## src/sifh_pkg.sv

```systemverilog
package sifh_pkg;

    // bin address width, 16 bins per histogram
    localparam int NB = 4;
    localparam int BIN_NUM = 2 ** NB;

    // events per pixel in each pass
    localparam int DATA_NUM = 8;

    // pixel array
    localparam int PIXEL_NUM = 2;
    localparam int PIX_W = 1;

    // bin count must hold DATA_NUM
    localparam int COUNT_W = 4;

    // one histogram region per pixel
    localparam int MEM_DEPTH = BIN_NUM * PIXEL_NUM;

    // memory index is {pixel, bin}
    localparam int ADDR_W = PIX_W + NB;

    // joined result: coarse peak above fine peak
    localparam int RES_W = 2 * NB;

    // hit, peak, result register stages after an accepted event
    localparam int PIPE_DEPTH = 3;

    // frame sequencer states
    typedef enum logic [1:0] {
        CLEAR         = 2'd0,
        HIS_PEAK      = 2'd1,
        ALGEBRAIC_CAL = 2'd2
    } fsm_state_e;

    // acquisition pass
    typedef enum logic {
        COARSE = 1'b0,
        FINE   = 1'b1
    } hist_sel_e;

endpackage

```

## src/hist_builder.sv

```systemverilog
`timescale 1ns/1ps

module hist_builder (
    input  logic                         clk,
    input  logic                         res,
    input  logic                         acc,
    input  logic [sifh_pkg::NB-1:0]      addr,
    input  logic [sifh_pkg::PIX_W-1:0]   pixel,
    input  logic                         clear_start,
    output logic                         clear_done,
    output logic                         hit,
    output logic [sifh_pkg::NB-1:0]      hit_bin,
    output logic [sifh_pkg::COUNT_W-1:0] hit_count
);

    logic [sifh_pkg::COUNT_W-1:0] mem [sifh_pkg::MEM_DEPTH];
    // pass that last wrote each bin, so the fine pass starts from zero
    sifh_pkg::hist_sel_e          tag [sifh_pkg::MEM_DEPTH];

    logic                         sweeping;
    logic [sifh_pkg::ADDR_W-1:0]  sweep_addr;
    logic [sifh_pkg::ADDR_W-1:0]  idx;
    sifh_pkg::hist_sel_e          pass;
    sifh_pkg::hist_sel_e          cur_sel;
    logic [sifh_pkg::PIX_W-1:0]   prev_pixel;
    logic [sifh_pkg::COUNT_W-1:0] old_count;
    logic [sifh_pkg::COUNT_W-1:0] inc_count;

    assign idx        = {pixel, addr};
    // pixel index wrapping back means the fine pass has begun
    assign cur_sel    = (pass == sifh_pkg::FINE || pixel < prev_pixel) ?
                        sifh_pkg::FINE : sifh_pkg::COARSE;
    assign old_count  = (tag[idx] == cur_sel) ? mem[idx] : '0;
    assign inc_count  = old_count + 1'b1;
    assign clear_done = sweeping && (sweep_addr == sifh_pkg::MEM_DEPTH - 1);

    always_ff @(posedge clk or negedge res) begin
        if (!res) begin
            sweeping   <= 1'b0;
            sweep_addr <= '0;
            pass       <= sifh_pkg::COARSE;
            prev_pixel <= '0;
            hit        <= 1'b0;
        end else begin
            hit <= acc;
            if (clear_start) begin
                sweeping   <= 1'b1;
                sweep_addr <= '0;
                pass       <= sifh_pkg::COARSE;
                prev_pixel <= '0;
            end else if (sweeping) begin
                sweep_addr <= sweep_addr + 1'b1;
                if (clear_done) begin
                    sweeping <= 1'b0;
                end
            end else if (acc) begin
                pass       <= cur_sel;
                prev_pixel <= pixel;
            end
        end
    end

    // read-modify-write in one cycle, sweep has priority
    always_ff @(posedge clk) begin
        if (sweeping) begin
            mem[sweep_addr] <= '0;
            tag[sweep_addr] <= sifh_pkg::COARSE;
        end else if (acc) begin
            mem[idx] <= inc_count;
            tag[idx] <= cur_sel;
        end
        hit_bin   <= addr;
        hit_count <= inc_count;
    end

    a_no_acc_in_sweep: assert property (@(posedge clk) disable iff (!res)
        sweeping |-> !acc);

endmodule

```

## src/peak_combiner.sv

```systemverilog
`timescale 1ns/1ps

module peak_combiner (
    input  logic                       clk,
    input  logic                       res,
    input  logic                       peak_valid,
    input  logic [sifh_pkg::NB-1:0]    peak_bin,
    output logic                       result_valid,
    output logic [sifh_pkg::PIX_W-1:0] result_pixel,
    output logic [sifh_pkg::RES_W-1:0] result
);

    logic [sifh_pkg::PIX_W-1:0] pix_cnt;
    sifh_pkg::hist_sel_e        sel;
    logic [sifh_pkg::NB-1:0]    coarse_pk [sifh_pkg::PIXEL_NUM];

    // peaks come in pixel order, coarse pass first
    always_ff @(posedge clk or negedge res) begin
        if (!res) begin
            pix_cnt      <= '0;
            sel          <= sifh_pkg::COARSE;
            result_valid <= 1'b0;
        end else begin
            result_valid <= peak_valid && (sel == sifh_pkg::FINE);
            if (peak_valid) begin
                if (pix_cnt == sifh_pkg::PIXEL_NUM - 1) begin
                    pix_cnt <= '0;
                    sel     <= (sel == sifh_pkg::COARSE) ? sifh_pkg::FINE : sifh_pkg::COARSE;
                end else begin
                    pix_cnt <= pix_cnt + 1'b1;
                end
            end
        end
    end

    always_ff @(posedge clk) begin
        if (peak_valid && sel == sifh_pkg::COARSE) begin
            coarse_pk[pix_cnt] <= peak_bin;
        end
        if (peak_valid && sel == sifh_pkg::FINE) begin
            result_pixel <= pix_cnt;
            result       <= {coarse_pk[pix_cnt], peak_bin};
        end
    end

endmodule

```

## src/peak_tracker.sv

```systemverilog
`timescale 1ns/1ps

module peak_tracker (
    input  logic                         clk,
    input  logic                         res,
    input  logic                         hit,
    input  logic [sifh_pkg::NB-1:0]      hit_bin,
    input  logic [sifh_pkg::COUNT_W-1:0] hit_count,
    input  logic                         pixel_last,
    output logic                         peak_valid,
    output logic [sifh_pkg::NB-1:0]      peak_bin
);

    logic [sifh_pkg::COUNT_W-1:0] max_count;
    logic [sifh_pkg::NB-1:0]      max_bin;
    logic                         greater;

    // strict compare keeps the first bin to reach the max
    assign greater = hit_count > max_count;

    always_ff @(posedge clk or negedge res) begin
        if (!res) begin
            max_count  <= '0;
            peak_valid <= 1'b0;
        end else begin
            peak_valid <= hit && pixel_last;
            if (hit) begin
                if (pixel_last) begin
                    max_count <= '0;
                end else if (greater) begin
                    max_count <= hit_count;
                end
            end
        end
    end

    always_ff @(posedge clk) begin
        if (hit && greater) begin
            max_bin <= hit_bin;
        end
        // last hit of the pixel still counts toward its peak
        if (hit && pixel_last) begin
            peak_bin <= greater ? hit_bin : max_bin;
        end
    end

    a_count_range: assert property (@(posedge clk) disable iff (!res)
        hit |-> hit_count <= sifh_pkg::DATA_NUM);

endmodule

```

## src/sifh_fsm.sv

```systemverilog
`timescale 1ns/1ps

module sifh_fsm (
    input  logic                       clk,
    input  logic                       res,
    input  logic                       wr_en,
    output logic                       ready,
    output logic                       acc,
    output logic [sifh_pkg::PIX_W-1:0] pixel,
    output logic                       pixel_last,
    output logic                       clear_start,
    input  logic                       clear_done
);

    sifh_pkg::fsm_state_e         state;
    sifh_pkg::hist_sel_e          sel;
    logic [sifh_pkg::COUNT_W-1:0] evt_cnt;
    logic [1:0]                   wait_cnt;
    logic                         evt_last;
    logic                         pix_end;

    // events only accepted while histogramming
    assign ready    = (state == sifh_pkg::HIS_PEAK);
    assign acc      = wr_en && ready;
    assign evt_last = (evt_cnt == sifh_pkg::DATA_NUM - 1);
    assign pix_end  = (pixel == sifh_pkg::PIXEL_NUM - 1);

    always_ff @(posedge clk or negedge res) begin
        if (!res) begin
            state       <= sifh_pkg::CLEAR;
            sel         <= sifh_pkg::COARSE;
            evt_cnt     <= '0;
            pixel       <= '0;
            wait_cnt    <= '0;
            pixel_last  <= 1'b0;
            // sweep kicks off right after reset
            clear_start <= 1'b1;
        end else begin
            clear_start <= 1'b0;
            // same edge as the builder registers the hit
            pixel_last  <= acc && evt_last;
            case (state)
                sifh_pkg::CLEAR: begin
                    if (clear_done) begin
                        state <= sifh_pkg::HIS_PEAK;
                    end
                end
                sifh_pkg::HIS_PEAK: begin
                    if (acc) begin
                        if (!evt_last) begin
                            evt_cnt <= evt_cnt + 1'b1;
                        end else begin
                            evt_cnt <= '0;
                            if (!pix_end) begin
                                pixel <= pixel + 1'b1;
                            end else begin
                                pixel <= '0;
                                if (sel == sifh_pkg::COARSE) begin
                                    sel <= sifh_pkg::FINE;
                                end else begin
                                    // frame done, let the pipeline drain
                                    sel      <= sifh_pkg::COARSE;
                                    state    <= sifh_pkg::ALGEBRAIC_CAL;
                                    wait_cnt <= '0;
                                end
                            end
                        end
                    end
                end
                sifh_pkg::ALGEBRAIC_CAL: begin
                    if (wait_cnt == sifh_pkg::PIPE_DEPTH - 1) begin
                        state       <= sifh_pkg::CLEAR;
                        clear_start <= 1'b1;
                    end else begin
                        wait_cnt <= wait_cnt + 1'b1;
                    end
                end
                default: state <= sifh_pkg::CLEAR;
            endcase
        end
    end

    a_state_legal: assert property (@(posedge clk) disable iff (!res)
        !$isunknown(state) &&
        (state inside {sifh_pkg::CLEAR, sifh_pkg::HIS_PEAK, sifh_pkg::ALGEBRAIC_CAL}));

endmodule

```

## src/sifh_top.sv

```systemverilog
`timescale 1ns/1ps

module sifh_top (
    input  logic                       clk,
    input  logic                       res,
    input  logic                       wr_en,
    input  logic [sifh_pkg::NB-1:0]    addr,
    output logic                       ready,
    output logic                       result_valid,
    output logic [sifh_pkg::PIX_W-1:0] result_pixel,
    output logic [sifh_pkg::RES_W-1:0] result
);

    logic                         acc;
    logic [sifh_pkg::PIX_W-1:0]   pixel;
    logic                         pixel_last;
    logic                         clear_start;
    logic                         clear_done;
    logic                         hit;
    logic [sifh_pkg::NB-1:0]      hit_bin;
    logic [sifh_pkg::COUNT_W-1:0] hit_count;
    logic                         peak_valid;
    logic [sifh_pkg::NB-1:0]      peak_bin;

    sifh_fsm i_fsm (
        .clk         (clk),
        .res         (res),
        .wr_en       (wr_en),
        .ready       (ready),
        .acc         (acc),
        .pixel       (pixel),
        .pixel_last  (pixel_last),
        .clear_start (clear_start),
        .clear_done  (clear_done)
    );

    hist_builder i_hist (
        .clk         (clk),
        .res         (res),
        .acc         (acc),
        .addr        (addr),
        .pixel       (pixel),
        .clear_start (clear_start),
        .clear_done  (clear_done),
        .hit         (hit),
        .hit_bin     (hit_bin),
        .hit_count   (hit_count)
    );

    peak_tracker i_peak (
        .clk        (clk),
        .res        (res),
        .hit        (hit),
        .hit_bin    (hit_bin),
        .hit_count  (hit_count),
        .pixel_last (pixel_last),
        .peak_valid (peak_valid),
        .peak_bin   (peak_bin)
    );

    peak_combiner i_comb (
        .clk          (clk),
        .res          (res),
        .peak_valid   (peak_valid),
        .peak_bin     (peak_bin),
        .result_valid (result_valid),
        .result_pixel (result_pixel),
        .result       (result)
    );

endmodule

```

## config.mk

```make
export PLATFORM = sky130hd
export DESIGN_NAME = sifh_top
export DESIGN_NICKNAME = d
export VERILOG_FILES = /design/src/sifh_pkg.sv /design/src/hist_builder.sv /design/src/peak_combiner.sv /design/src/peak_tracker.sv /design/src/sifh_fsm.sv /design/src/sifh_top.sv
export SDC_FILE = /design/constraint.sdc
export NUM_CORES = 1
export LEC_CHECK = 0
export ABC_AREA = 1
export BUFFER_PORTS_ARGS = -buffer_cell sky130_fd_sc_hd__buf_4
export CAP_MARGIN = 20
export CORE_MARGIN = 3
export CORE_UTILIZATION = 35
export DETAILED_ROUTE_END_ITERATION = 16
export GPL_TIMING_DRIVEN = 0
export PLACE_DENSITY_LB_ADDON = 0.2
export REMOVE_ABC_BUFFERS = 1
export SKIP_LAST_GASP = 1
export SYNTH_ARGS = -nofsm -noshare
export SYNTH_HDL_FRONTEND = slang
export SYNTH_SLANG_ARGS = --single-unit
```

## constraint.sdc

```tcl
create_clock -name clk -period 3.7 [get_ports clk]
set_input_delay 0 -clock clk [delete_from_list [all_inputs] [get_ports clk]]
set_output_delay 0 -clock clk [all_outputs]
set_load 0.01 [all_outputs]
```

==> results of run 1 <==
state kept, by name, indices dropped and copies added (netlist names), 2 cells and up:
name,flops
i_comb.result,8
i_fsm.state,2
i_peak.peak_bin,4
i_fsm.wait_cnt,2
i_hist.sweep_addr,5
i_hist.hit_count,4
i_fsm.evt_cnt,4
i_hist.hit_bin,4
i_hist.mem,128
i_peak.max_count,4
i_peak.max_bin,4
i_comb.coarse_pk,8
i_hist.tag,32
how the worst min path moves through the flow:
| stage | end | slack, ps |
|---|---|---|
| 2_1_floorplan | i_comb.pix_cnt | -300 |
| 3_3_place_gp | i_comb.result_valid | -50 |
| 3_5_place_dp | i_comb.pix_cnt | -40 |
| 4_1_cts | i_hist.hit_bin[0] | 140 |
| 6_report | i_hist.hit_bin[3] | 300 |
| 5_1_grt | i_hist.hit_bin[3] | 300 |
layer usage:
layer	global-route usage, %	part of all wire [%]	vias up
met2	23.5	47	114
li1	-	-	2874
met1	19.8	45	2861
met4	4.94	3.2	0
met5	0	0	-
met3	1.96	4.0	52
kinds of logic after synthesis:
kind of cell / count (synthesis) / synth area share [%]
muxes: 1 / 0.122
DFF: 222 / 69.5
adders and majority gates: 9 / 1.22
buffers and inverters: 97 / 5.04
AOI/OAI and AO/OA: 47 / 2.85
and+or+nand+nor: 452 / 20.7
xor gates and xnor gates: 5 / 0.554
Yosys cell counts (all sizes together) (3+ instances only):
master and number:
nand2 226, edfxtp 185, nand3 137, nor2 81, inv 61, dfrtp 28
buf 26, o21ai 25, a21oi 12, clkbuf 10, ha 9, dfxtp 8
nand4 3, xnor2 3
cell type report:
type	instances	area (um2)	share of cell area (%)
clock buffers	35	663	6.36
clock inverters	8	58.8	0.564
inverters	61	231	2.22
multi-input cells	514	2370	22.8
flip-flops and latches	222	6440	61.8
well taps	330	413	3.96
repair buffers	26	236	2.27
through the flow:
step | utilization (%) | instances
2_1_floorplan | - | 797
3_3_place_gp | 37.4 | 1144
3_5_place_dp | 37.5 | 1145
4_1_cts | 40.6 | 1195
5_1_grt | 40.7 | 1196
6_report | 40.7 | 1196
what timing repair did:
| item | CTS | global route |
|---|---|---|
| endpoints found under the hold margin | 37 | 1 |
| hold buffers | 7 | 1 |
| resized for setup | 0 | 2 |
| setup endpoints to repair | 0 | 64 |
placed cells by master, fill, tap and decap left out, types with 2 or more instances in the layout:
cell type                       instances
sky130_fd_sc_hd__o21ai_0               15
sky130_fd_sc_hd__dfxtp_1                8
sky130_fd_sc_hd__clkinv_1               5
sky130_fd_sc_hd__nor2_1                74
sky130_fd_sc_hd__nand2_2                2
sky130_fd_sc_hd__edfxtp_1             185
sky130_fd_sc_hd__clkbuf_1              10
sky130_fd_sc_hd__nand4_1                3
sky130_fd_sc_hd__buf_4                 16
sky130_fd_sc_hd__dlygate4sd3_1          7
sky130_fd_sc_hd__a22oi_1                2
sky130_fd_sc_hd__nand3_1              134
sky130_fd_sc_hd__inv_2                  3
sky130_fd_sc_hd__nor3_1                 2
sky130_fd_sc_hd__ha_1                   9
sky130_fd_sc_hd__xnor2_1                2
sky130_fd_sc_hd__inv_1                 57
sky130_fd_sc_hd__nor2_4                 2
sky130_fd_sc_hd__clkinv_2               2
sky130_fd_sc_hd__nand3_2                3
sky130_fd_sc_hd__clkbuf_16             25
sky130_fd_sc_hd__dfrtp_1               28
sky130_fd_sc_hd__nor2_2                 5
sky130_fd_sc_hd__o22ai_1                2
sky130_fd_sc_hd__xor2_1                 2
sky130_fd_sc_hd__nand2_1              224
sky130_fd_sc_hd__a21oi_1               12
sky130_fd_sc_hd__o21ai_1                9
power groups by stage:
| stage | Clock [W] | Sequential (W) | Combinational [W] |
|---|---|---|---|
| final | 0.00222 | 0.00269 | 0.000245 |
| after global routing | 0.00237 | 0.00269 | 0.000282 |
| after CTS | 0.00227 | 0.00269 | 0.000248 |
| after detailed placement | 0 | 0.00274 | 0.000239 |
| after global placement | 0 | 0.00274 | 0.000237 |
| after floorplan | 0 | 0.00274 | 0.000140 |
critical path: cells and delay by family:
| family | cells | cell delay [ps] |
|---|---|---|
| buffers and inverters | 5 | 1650 |
| and+or+nand+nor | 7 | 1510 |
| adders and majority gates | 1 | 300 |
==> results by group, run 1 <==
Placed design
  – IO buf count: 17
  – Weighted congestion at the end of routability-driven global placement: 0.844
  – Placement-stage worst setup slack: -432 ps
  – Cell area reported after detailed placement: a little under 0.01 mm2
  – Final HPWL DP: between 10,000 and 15,000 um

Setup path
  – Arrival @ worst endpoint: approximately 3500 ps
  – CP Cell Sequence: dlygate4sd3_1, buf_4, inv_1, nand3_1, nand3_1, nand3_2, nand2_1, nand2_2, nand3_1, inv_1, ha_1, inv_1, nor2_4
  – Maximum fanout along the worst path: 32
  – Path depth of the worst reg2reg path: 8
  – Reg-to-reg startpoint: i_fsm.pixel
  – Critical path origin: addr[2]
  – Worst flop-to-flop path endpoint: i_hist.mem[7][1]
  – Cell at the slowest stage of the critical path: sky130_fd_sc_hd__inv_1
  – Capturing instance or port of the critical path: i_hist.mem[7][1]
  – R2R Setup Slk: just over 800 ps
  – Critical Path Sink Type: register
  – Slowest Stage Delay on Critical Path: 740 ps
  – Required time at the endpoint of the critical path: 3890 ps
  – Crit path launch type: primary input
  – Kind of critical path: primary input to register

Synth
  – Post-Syn Area: just over 0.009 mm2
  – Async SR Flop Fraction: between 10% and 20%
  – Post-synth top area cell: sky130_fd_sc_hd__edfxtp_1
  – Top cells by area in the synthesized netlist: sky130_fd_sc_hd__edfxtp_1 60%, sky130_fd_sc_hd__nand2_1 9.1%, sky130_fd_sc_hd__dfrtp_1 7.6%, sky130_fd_sc_hd__nand3_1 7.2%, sky130_fd_sc_hd__nor2_1 3.1%
  – Number of storage elements in the synthesis netlist: 222
  – Number of flops mapped to enable cells by yosys: 185
  – Count of synthesis-stage warnings from yosys: 0
  – Sequential-to-total area share from yosys stat: 69.5%
  – Prevailing post-synth register cell: sky130_fd_sc_hd__edfxtp_1
  – Unique masters post-synth: 40
  – Share of Yosys cell area claimed by the top area cell type: between 50% and 60%
  – Post-Syn Instances: 833
  – Avg Cell Area, Syn: 11.1 um2

Clock tree
  – Max clock buf depth: 3
  – Clock-pin slew reported for the worst setup and hold paths after clock tree synthesis: 60 ps
  – Clock Sinks: 222
  – Number of buffers added by the clock tree synthesis step: 24
  – Skew-Pair Late Insertion Delay: 510 ps
  – H-tree levels: 1
  – CTS root buf: sky130_fd_sc_hd__clkbuf_16
  – Post-CTS setup buffer count: 0
  – TritonCTS clock tree: built

Global route
  – Global route overflow: 0
  – Number of antenna violations at the first check in global routing: 0
  – Pin count of the biggest net entering global routing: slightly below 90
  – Global-route wire length before repair: 32,100 um
  – Number of global-route vias before repair: 5,609
  – GRT Util Overall: 14.4%

STA
  – Actual slew at the worst max-slew pin: 952 ps
  – Max Transition Viols Final: 0
  – Minimum clock period: 3290 ps
  – Final setup margin: 413 ps
  – Count of endpoints failing hold in the final timing report: 0
  – Final worst path period share: 88.8%
  – Worst-case headroom to the max-slew limit: 36.4%
  – Total negative slack for setup checks: 0 ps
  – Max Fclk: 0.304 GHz
  – Worst hold slack: 304 ps
  – Worst clock skew on the final layout: around 7.8 ps
  – Endpoints failing setup: 0
  – Unrepaired setup endpoints after global routing: no

Pwr
  – Clock Power Share: 43.0%
  – Net switching component of the power: 0.00109 W
  – Overall Power: 0.00515 W
  – Comb power frac: approximately 4.8%
  – Cell Pwr Density: 495 mW/mm2
  – LEAKAGE: 3.90 nW
  – Fraction of power spent switching nets: 21.1%
  – Peak supply drop: 0.372 mV
  – Internal portion of total power: around 0.0041 W
  – Seq pwr share: a little over half

Finish
  – Area growth, synth to finish: 12.5%
  – Fin area: 0.0104 mm2
  – Number of nets in the layout: between 800 and 900
  – Fraction of final layout cells with drive strength greater than 1: 7.97%
  – Count of antenna diodes in the layout: 0
  – Count of fill cells added during filler insertion: 2,429

Route
  – Remaining DRCs: 0
  – Post-detailed-routing wire length: 20,300 um
  – Antenna violation net count after detailed routing: 0
  – Final routed wire length divided by cell count: around 17 um
  – Vias post-DR: 5,901
  – DR vias/cell: 4.93
  – First-pass detailed-route iteration total: 5
  – DR iter-0 viols: 358

Floorplan
  – Die X: 169 um
  – Initial core utilization: between 30% and 40%
  – Area inside the core boundary: 0.0256 mm2
  – Num rows: just under 60
  – Die area: 0.0285 mm2
  – Chip Height: 169 um
  – Count of pins on the block boundary: 18

Worst hold path
  – Worst hold path type: primary input to register
  – Hold wc startpoint: addr[3]
  – Number of cells on the worst hold path: 2

Status
  – Status: complete, no violations

Run
  – Max-capacitance violation count: 0
Note: power is estimated with default switching activity, not from simulation.
==> run 2, diff against run 1 <==
==> constraint.sdc (replaced) <==
create_clock -name clk -period 3.8 [get_ports clk]
set_input_delay 0 -clock clk [delete_from_list [all_inputs] [get_ports clk]]
set_output_delay 0 -clock clk [all_outputs]
set_load 0.01 [all_outputs]
==> results by group, run 2 (synthesized netlist as in run 1, its figures left out) <==
Global route
  – Number of global-route vias before repair: 5,608 (-0.018%)
  – Number of antenna violations at the first check in global routing: 0 (unchanged)
  – Global route overflow: 0 (unchanged)
  – Global-route wire length before repair: 32,000 um (-0.24%)
  – M3 GR Usage: 1.96% (unchanged)
  – GRT Util Overall: 14.3% (-0.055 points)
  – Met2 demand-to-capacity share in global routing: 23.3% (-0.14 points)
  – Pin count of the biggest net entering global routing: 88 (unchanged)
  – Met1 Use GR: 19.8% (-0.046 points)
  – Busiest metal layer after global routing: met2

Pwr
  – Internal portion of total power: 0.00396 W (-2.6%)
  – Fraction of power spent switching nets: 21.0% (-0.085 points)
  – Peak supply drop: 0.362 mV (-2.6%)
  – Clock Power Share: 43.0% (about the same)
  – LEAKAGE: 3.90 nW (-0.14%)
  – Overall Power: 0.00501 W (-2.7%)
  – Seq pwr share: 52.3% (about the same)
  – Net switching component of the power: 0.00105 W (-3.1%)
  – Comb power frac: 4.7% (about the same)
  – Cell Pwr Density: 482 mW/mm2 (-2.6%)

Floorplan
  – Num rows: 58 (unchanged)
  – Count of pins on the block boundary: 18 (unchanged)
  – Chip Height: 169 um (unchanged)
  – Initial core utilization: 36.2% (unchanged)
  – Area inside the core boundary: 0.0256 mm2 (unchanged)
  – Die X: 169 um (unchanged)
  – Die area: 0.0285 mm2 (unchanged)

Setup path
  – Kind of critical path: primary input to register
  – Slowest Stage Delay on Critical Path: 660 ps (-80 ps)
  – Critical path origin: addr[1]
  – Required time at the endpoint of the critical path: 3990 ps (+100 ps)
  – Arrival @ worst endpoint: 3680 ps (+200 ps)
  – Kind of cell with the highest combined delay on the critical path: buffers and inverters
  – Critical path buffer and inverter count: 5 (unchanged)
  – Cell at the slowest stage of the critical path: sky130_fd_sc_hd__nor2_4
  – Critical Path Sink Type: register
  – CP Cell Sequence: dlygate4sd3_1, buf_4, inv_2, nand3_1, nand3_1, nand3_1, nand3_2, nand2_1, nand2_2, nand3_1, inv_1, ha_1, inv_1, nor2_4
  – CP most frequent cell: sky130_fd_sc_hd__nand3_1
  – Maximum fanout along the worst path: 49 (+53%)
  – Crit path launch type: primary input
  – Reg-to-reg startpoint: i_fsm.pixel

Clock tree
  – Post-CTS setup buffer count: 0 (unchanged)
  – Clock-pin slew reported for the worst setup and hold paths after clock tree synthesis: 60 ps (about the same)
  – H-tree levels: 1 (unchanged)
  – Number of buffers added by the clock tree synthesis step: 24 (unchanged)
  – TritonCTS clock tree: built
  – Max clock buf depth: 3 (unchanged)
  – Clock Sinks: 222 (unchanged)
  – Skew-Pair Late Insertion Delay: 510 ps (about the same)
  – CTS root buf: sky130_fd_sc_hd__clkbuf_16

Finish
  – Count of fill cells added during filler insertion: 2,428 (-0.041%)
  – Cell Count, Final, Fillers Out: 1,195 (-0.084%)
  – Count of antenna diodes in the layout: 0 (unchanged)
  – Flip-flop and latch area: 0.00644 mm2 (unchanged)
  – Area growth, synth to finish: 12.3%
  – Commonest cells after routing, fill and taps aside: 224 x sky130_fd_sc_hd__nand2_1, 185 x sky130_fd_sc_hd__edfxtp_1, 134 x sky130_fd_sc_hd__nand3_1, 74 x sky130_fd_sc_hd__nor2_1, 57 x sky130_fd_sc_hd__inv_1
  – Area of combinational cells with multiple inputs: 0.00237 mm2 (unchanged)
  – Fin util: 40.6% (-0.054 points)
  – Most common library cell in the layout ignoring fill and taps: sky130_fd_sc_hd__nand2_1
  – Fraction of final layout cells with drive strength greater than 1: 7.98% (+0.0092 points)
  – Biggest register: i_hist.mem
  – Largest register FFs: 128 (unchanged)
  – Number of nets in the layout: 864 (-0.12%)
  – Registers with the most flip-flops: i_hist.mem: 128 flops, i_hist.tag: 32 flops

Placed design
  – Weighted congestion at the end of routability-driven global placement: 0.844 (unchanged)
  – IO buf count: 17 (unchanged)
  – Placed Cells: 1,145 (unchanged)
  – Final HPWL DP: 11,600 um (unchanged)

STA
  – Worst clock skew on the final layout: 7.70 ps (-0.114 ps)
  – Actual slew at the worst max-slew pin: 1020 ps (+64.8 ps)
  – Worst-case headroom to the max-slew limit: 32.2% (-4.2 points)
  – Unrepaired setup endpoints after global routing: no
  – Max Fclk: ~0.29 GHz
  – Endpoints failing setup: 0 (unchanged)
  – Total negative slack for setup checks: 0 ps (unchanged)
  – Final worst path period share: approximately nine tenths
  – Max Transition Viols Final: 0 (unchanged)
  – Minimum clock period: about 3500 ps
  – Count of endpoints failing hold in the final timing report: 0 (unchanged)
  – Worst hold slack: 166 ps (-138 ps)

Route
  – Final routed wire length divided by cell count: 16.8 um (-0.79%)
  – Remaining DRCs: 0 (unchanged)
  – DR vias/cell: 4.90 (-0.76%)
  – DR iter-0 viols: 416 (+16%)
  – First-pass detailed-route iteration total: 5 (unchanged)
  – Antenna violation net count after detailed routing: 0 (unchanged)
  – Vias post-DR: 5,851 (-0.85%)
  – Post-detailed-routing wire length: 20,100 um (-0.88%)

Worst hold path
  – Hold wc startpoint: addr[0]
  – Worst hold path type: primary input to register

Run
  – Max-capacitance violation count: 0 (unchanged)

Status
  – Status: complete, no violations
## run 2: cell types whose count changed in the layout (fill, tap and decap cells not counted)
| cell | change |
|---|---|
| sky130_fd_sc_hd__buf_4 | +1 |
| sky130_fd_sc_hd__dlygate4sd3_1 | -1 |
| sky130_fd_sc_hd__buf_6 | -1 |
## run 2: final cells by class
| type | count | share of cell area [%] |
|---|---|---|
| Tap cell | 330 | 3.97 |
| Clock inverter | 8 | 0.565 |
| Multi-Input combinational cell | 514 | 22.8 |
| Clock buffer | 35 | 6.37 |
| Inverter | 61 | 2.22 |
| Sequential cell | 222 | 61.9 |
| Timing Repair Buffer | 25 | 2.14 |
## run 2: metal layers
metal	share of wire [%]	wire [um]	vias to the layer above
met5	0	0	-
met4	3.0	602	0
met3	3.9	782	50
met2	47	9520	106
met1	46	9220	2819
li1	-	-	2876
## run 2: worst paths after layout
check | slack (ps) | to | cells past startpoint
setup reg to reg | 910 | i_hist.mem[7][1] | 8
min in group asynchronous | 540 | i_fsm.clear_start | 3
setup / recovery | 310 | i_hist.mem[7][1] | 14
hold / removal | 170 | i_hist.hit_bin[0] | 1
max in group asynchronous | 3090 | i_hist.pass | 4
hold reg to reg | 440 | i_peak.max_bin[3] | 0
## run 2: repair_timing
| action | CTS | global route |
|---|---|---|
| hold buffers | 7 | 0 |
| gates resized for setup | 0 | 1 |
| endpoints found under the setup margin | 0 | 32 |
| endpoints found under the hold margin | 37 | 0 |
## run 2: per-stage QoR
step	worst slack [ps]	instance area, um2
2_1_floorplan	1220	9030
4_1_cts	49.0	10400
5_1_grt	14.5	10400
3_5_place_dp	-332	9600
6_report	308	10400
3_3_place_gp	-1430	9570
## run 2: power groups by stage
| stage | clock [W] | sequential [W] | combinational [W] |
|---|---|---|---|
| 6_report | 0.00215 | 0.00262 | 0.000238 |
| 5_1_grt | 0.00231 | 0.00262 | 0.000273 |
| 4_1_cts | 0.00221 | 0.00262 | 0.000241 |
| 3_5_place_dp | 0 | 0.00267 | 0.000233 |
| 3_3_place_gp | 0 | 0.00267 | 0.000231 |
| 2_1_floorplan | 0 | 0.00267 | 0.000137 |
==> run 3, diff against run 2 <==
--- a/config.mk
+++ b/config.mk
@@ -9,7 +9,7 @@
 export BUFFER_PORTS_ARGS = -buffer_cell sky130_fd_sc_hd__buf_4
 export CAP_MARGIN = 20
 export CORE_MARGIN = 3
-export CORE_UTILIZATION = 35
+export CORE_UTILIZATION = 25
 export DETAILED_ROUTE_END_ITERATION = 16
 export GPL_TIMING_DRIVEN = 0
 export PLACE_DENSITY_LB_ADDON = 0.2
==> results by group, run 3 (synthesized netlist as in run 1, its figures left out) <==
Status
  – Status: complete, no violations

Finish
  – Count of antenna diodes in the layout: 0 (unchanged)
  – Flip-flop and latch area: 0.00644 mm2 (unchanged)
  – Fin area: 0.0109 mm2 (+4.6%)
  – Cell Count, Final, Fillers Out: 1,336 (+12%)
  – Number of nets in the layout: 870 (+0.69%)
  – Fraction of final layout cells with drive strength greater than 1: 9.94% (+2.0 points)
  – Commonest cells after routing, fill and taps aside: 224 x sky130_fd_sc_hd__nand2_1, 185 x sky130_fd_sc_hd__edfxtp_1, 134 x sky130_fd_sc_hd__nand3_1, 74 x sky130_fd_sc_hd__nor2_1, 57 x sky130_fd_sc_hd__inv_1
  – Count of fill cells added during filler insertion: 3,689 (+52%)
  – Largest register FFs: 128 (unchanged)
  – Area growth, synth to finish: 17.5%
  – Area of combinational cells with multiple inputs: 0.00239 mm2 (+0.68%)
  – Registers with the most flip-flops: i_hist.mem: 128 flops, i_hist.tag: 32 flops
  – Most common library cell in the layout ignoring fill and taps: sky130_fd_sc_hd__nand2_1
  – Biggest register: i_hist.mem

Placed design
  – Final HPWL DP: 12,600 um (+9.3%)
  – Weighted congestion at the end of routability-driven global placement: 0.742 (-12%)
  – IO buf count: 17 (unchanged)
  – Cell area reported after detailed placement: 0.00981 mm2 (+2.2%)
  – Placed Cells: 1,277 (+12%)

Floorplan
  – Area inside the core boundary: 0.0361 mm2 (+41%)
  – Chip Height: 199 um (+18%)
  – Die area: 0.0394 mm2 (+38%)
  – Count of pins on the block boundary: 18 (unchanged)
  – Initial core utilization: 25.7% (-10 points)
  – Die X: 199 um (+18%)
  – Num rows: 69 (+19%)

Global route
  – Number of antenna violations at the first check in global routing: 0 (unchanged)
  – GRT Util Overall: 11.2% (-3.1 points)
  – Global-route wire length before repair: 34,100 um (+6.6%)
  – Global route overflow: 0 (unchanged)
  – Number of global-route vias before repair: 5,822 (+3.8%)
  – Pin count of the biggest net entering global routing: 88 (unchanged)

Clock tree
  – Max clock buf depth: 3 (unchanged)
  – Clock-pin slew reported for the worst setup and hold paths after clock tree synthesis: 60 ps (about the same)
  – H-tree levels: 1 (unchanged)
  – CTS root buf: sky130_fd_sc_hd__clkbuf_16
  – Number of buffers added by the clock tree synthesis step: 27 (+13%)
  – Skew-Pair Late Insertion Delay: 530 ps (+20 ps)
  – Post-CTS setup buffer count: 0 (unchanged)
  – Clock Sinks: 222 (unchanged)
  – TritonCTS clock tree: built

STA
  – Count of endpoints failing hold in the final timing report: 0 (unchanged)
  – Worst clock skew on the final layout: 16.8 ps (+9.06 ps)
  – Actual slew at the worst max-slew pin: 1050 ps (+36.1 ps)
  – Max Transition Viols Final: 0 (unchanged)
  – Minimum clock period: 3340 ps (-147 ps)
  – Max Fclk: 0.299 GHz (+4.4%)
  – Endpoints failing setup: 0 (unchanged)
  – Worst hold slack: 180 ps (+13.8 ps)
  – Worst-case headroom to the max-slew limit: 29.8% (-2.4 points)
  – Final worst path period share: 88.0% (-3.9 points)
  – Unrepaired setup endpoints after global routing: no

Route
  – Final routed wire length divided by cell count: 16.4 um (-2.9%)
  – Vias post-DR: 5,826 (-0.43%)
  – Antenna violation net count after detailed routing: 0 (unchanged)
  – First-pass detailed-route iteration total: 5 (unchanged)
  – DR vias/cell: 4.36 (-11%)
  – Post-detailed-routing wire length: 21,900 um (+8.6%)
  – Remaining DRCs: 0 (unchanged)
  – DR iter-0 viols: 422 (+1.4%)

Pwr
  – Clock Power Share: 49.2% (+6.2 points)
  – Internal portion of total power: 0.00447 W (+13%)
  – Peak supply drop: 0.285 mV (-21%)
  – Overall Power: 0.00565 W (+13%)
  – Net switching component of the power: 0.00118 W (+12%)
  – Cell Pwr Density: 519 mW/mm2 (+7.8%)
  – LEAKAGE: 4.04 nW (+3.7%)
  – Seq pwr share: 46.4% (-5.9 points)
  – Comb power frac: 4.3% (-0.4 points)
  – Fraction of power spent switching nets: 20.9% (-0.056 points)

Worst hold path
  – Number of cells on the worst hold path: 1 (unchanged)
  – Worst hold path type: primary input to register

Setup path
  – R2R Setup Slk: 950 ps (+40 ps)
  – Critical Path Sink Type: register
  – Maximum fanout along the worst path: 49 (unchanged)
  – Required time at the endpoint of the critical path: 4170 ps (+180 ps)
  – Arrival @ worst endpoint: 3720 ps (+40 ps)
  – Kind of critical path: primary input to register
  – Path depth of the worst reg2reg path: 9 (+1)
  – Crit path launch type: primary input

Run
  – Max-capacitance violation count: 0 (unchanged)
## run 3: cell count changes in the layout (fill, tap and decap cells not counted), sizes merged
cell	change
buf	+2
bufinv	+6
clkbuf	-4
clkinv	+2
clkinvlp	+2
inv	+1
nor2	+1
## run 3: worst max-delay path, stage by stage
cell,delay (ps)
sky130_fd_sc_hd__dlygate4sd3_1,520
sky130_fd_sc_hd__buf_4,510
sky130_fd_sc_hd__inv_2,520
sky130_fd_sc_hd__nand3_1,240
sky130_fd_sc_hd__nand3_1,160
sky130_fd_sc_hd__nand3_1,230
sky130_fd_sc_hd__nand3_2,120
sky130_fd_sc_hd__nand2_1,100
sky130_fd_sc_hd__nand2_1,80
sky130_fd_sc_hd__a21boi_2,210
sky130_fd_sc_hd__ha_1,230
sky130_fd_sc_hd__xnor2_2,130
sky130_fd_sc_hd__and2_2,400
sky130_fd_sc_hd__buf_16,200
## run 3: metrics by stage
stage / util [%] / TNS (ps) / setup slack (ps)
final: 30.2 / 0 / 456
after CTS: 30.1 / 0 / 184
after floorplan: - / 0 / 1220
after detailed placement: 27.2 / -23740 / -291
after global routing: 30.2 / 0 / 98.5
after global placement: 27.0 / -127730 / -1770
## run 3: worst paths after layout
path,from,endpoint
min,addr[0],i_hist.hit_bin[0]
max,addr[1],i_hist.mem[5][2]
max reg2reg,i_fsm.state[1],i_hist.mem[2][3]
min in group asynchronous,res,i_comb.result_valid
max in group asynchronous,res,i_hist.prev_pixel
min reg2reg,i_hist.hit_bin[2],i_peak.max_bin[2]
## run 3: timing repair
item,in CTS,in global routing
resized for setup,0,2
hold endpoints to repair,39,0
endpoints found under the setup margin,0,52
hold buffers,7,0
## run 3: power groups by stage
stage | combinational [W] | clock, W | sequential (W)
5_1_grt | 0.000281 | 0.00297 | 0.00262
3_3_place_gp | 0.000236 | 0 | 0.00267
3_5_place_dp | 0.000238 | 0 | 0.00267
6_report | 0.000245 | 0.00278 | 0.00262
2_1_floorplan | 0.000137 | 0 | 0.00267
4_1_cts | 0.000247 | 0.00286 | 0.00262
## run 3: layout make-up
type                            count  share of cell area, %
Timing Repair Buffer               27                   2.55
Sequential cell                   222                   59.2
Tap cell                          461                   5.30
Clock buffer                       31                   6.34
Multi-Input combinational cell    515                   22.0
Clock inverter                     19                   2.53
Inverter                           61                   2.13
## run 3: routing by layer
metal / share of wire (%) / GRT usage (%) / vias up
met1: 45 / 15.1 / 2814
li1: - / - / 2883
met5: 0 / 0 / -
met4: 2.0 / 3.05 / 0
met3: 4.2 / 1.66 / 31
met2: 49 / 19.0 / 98
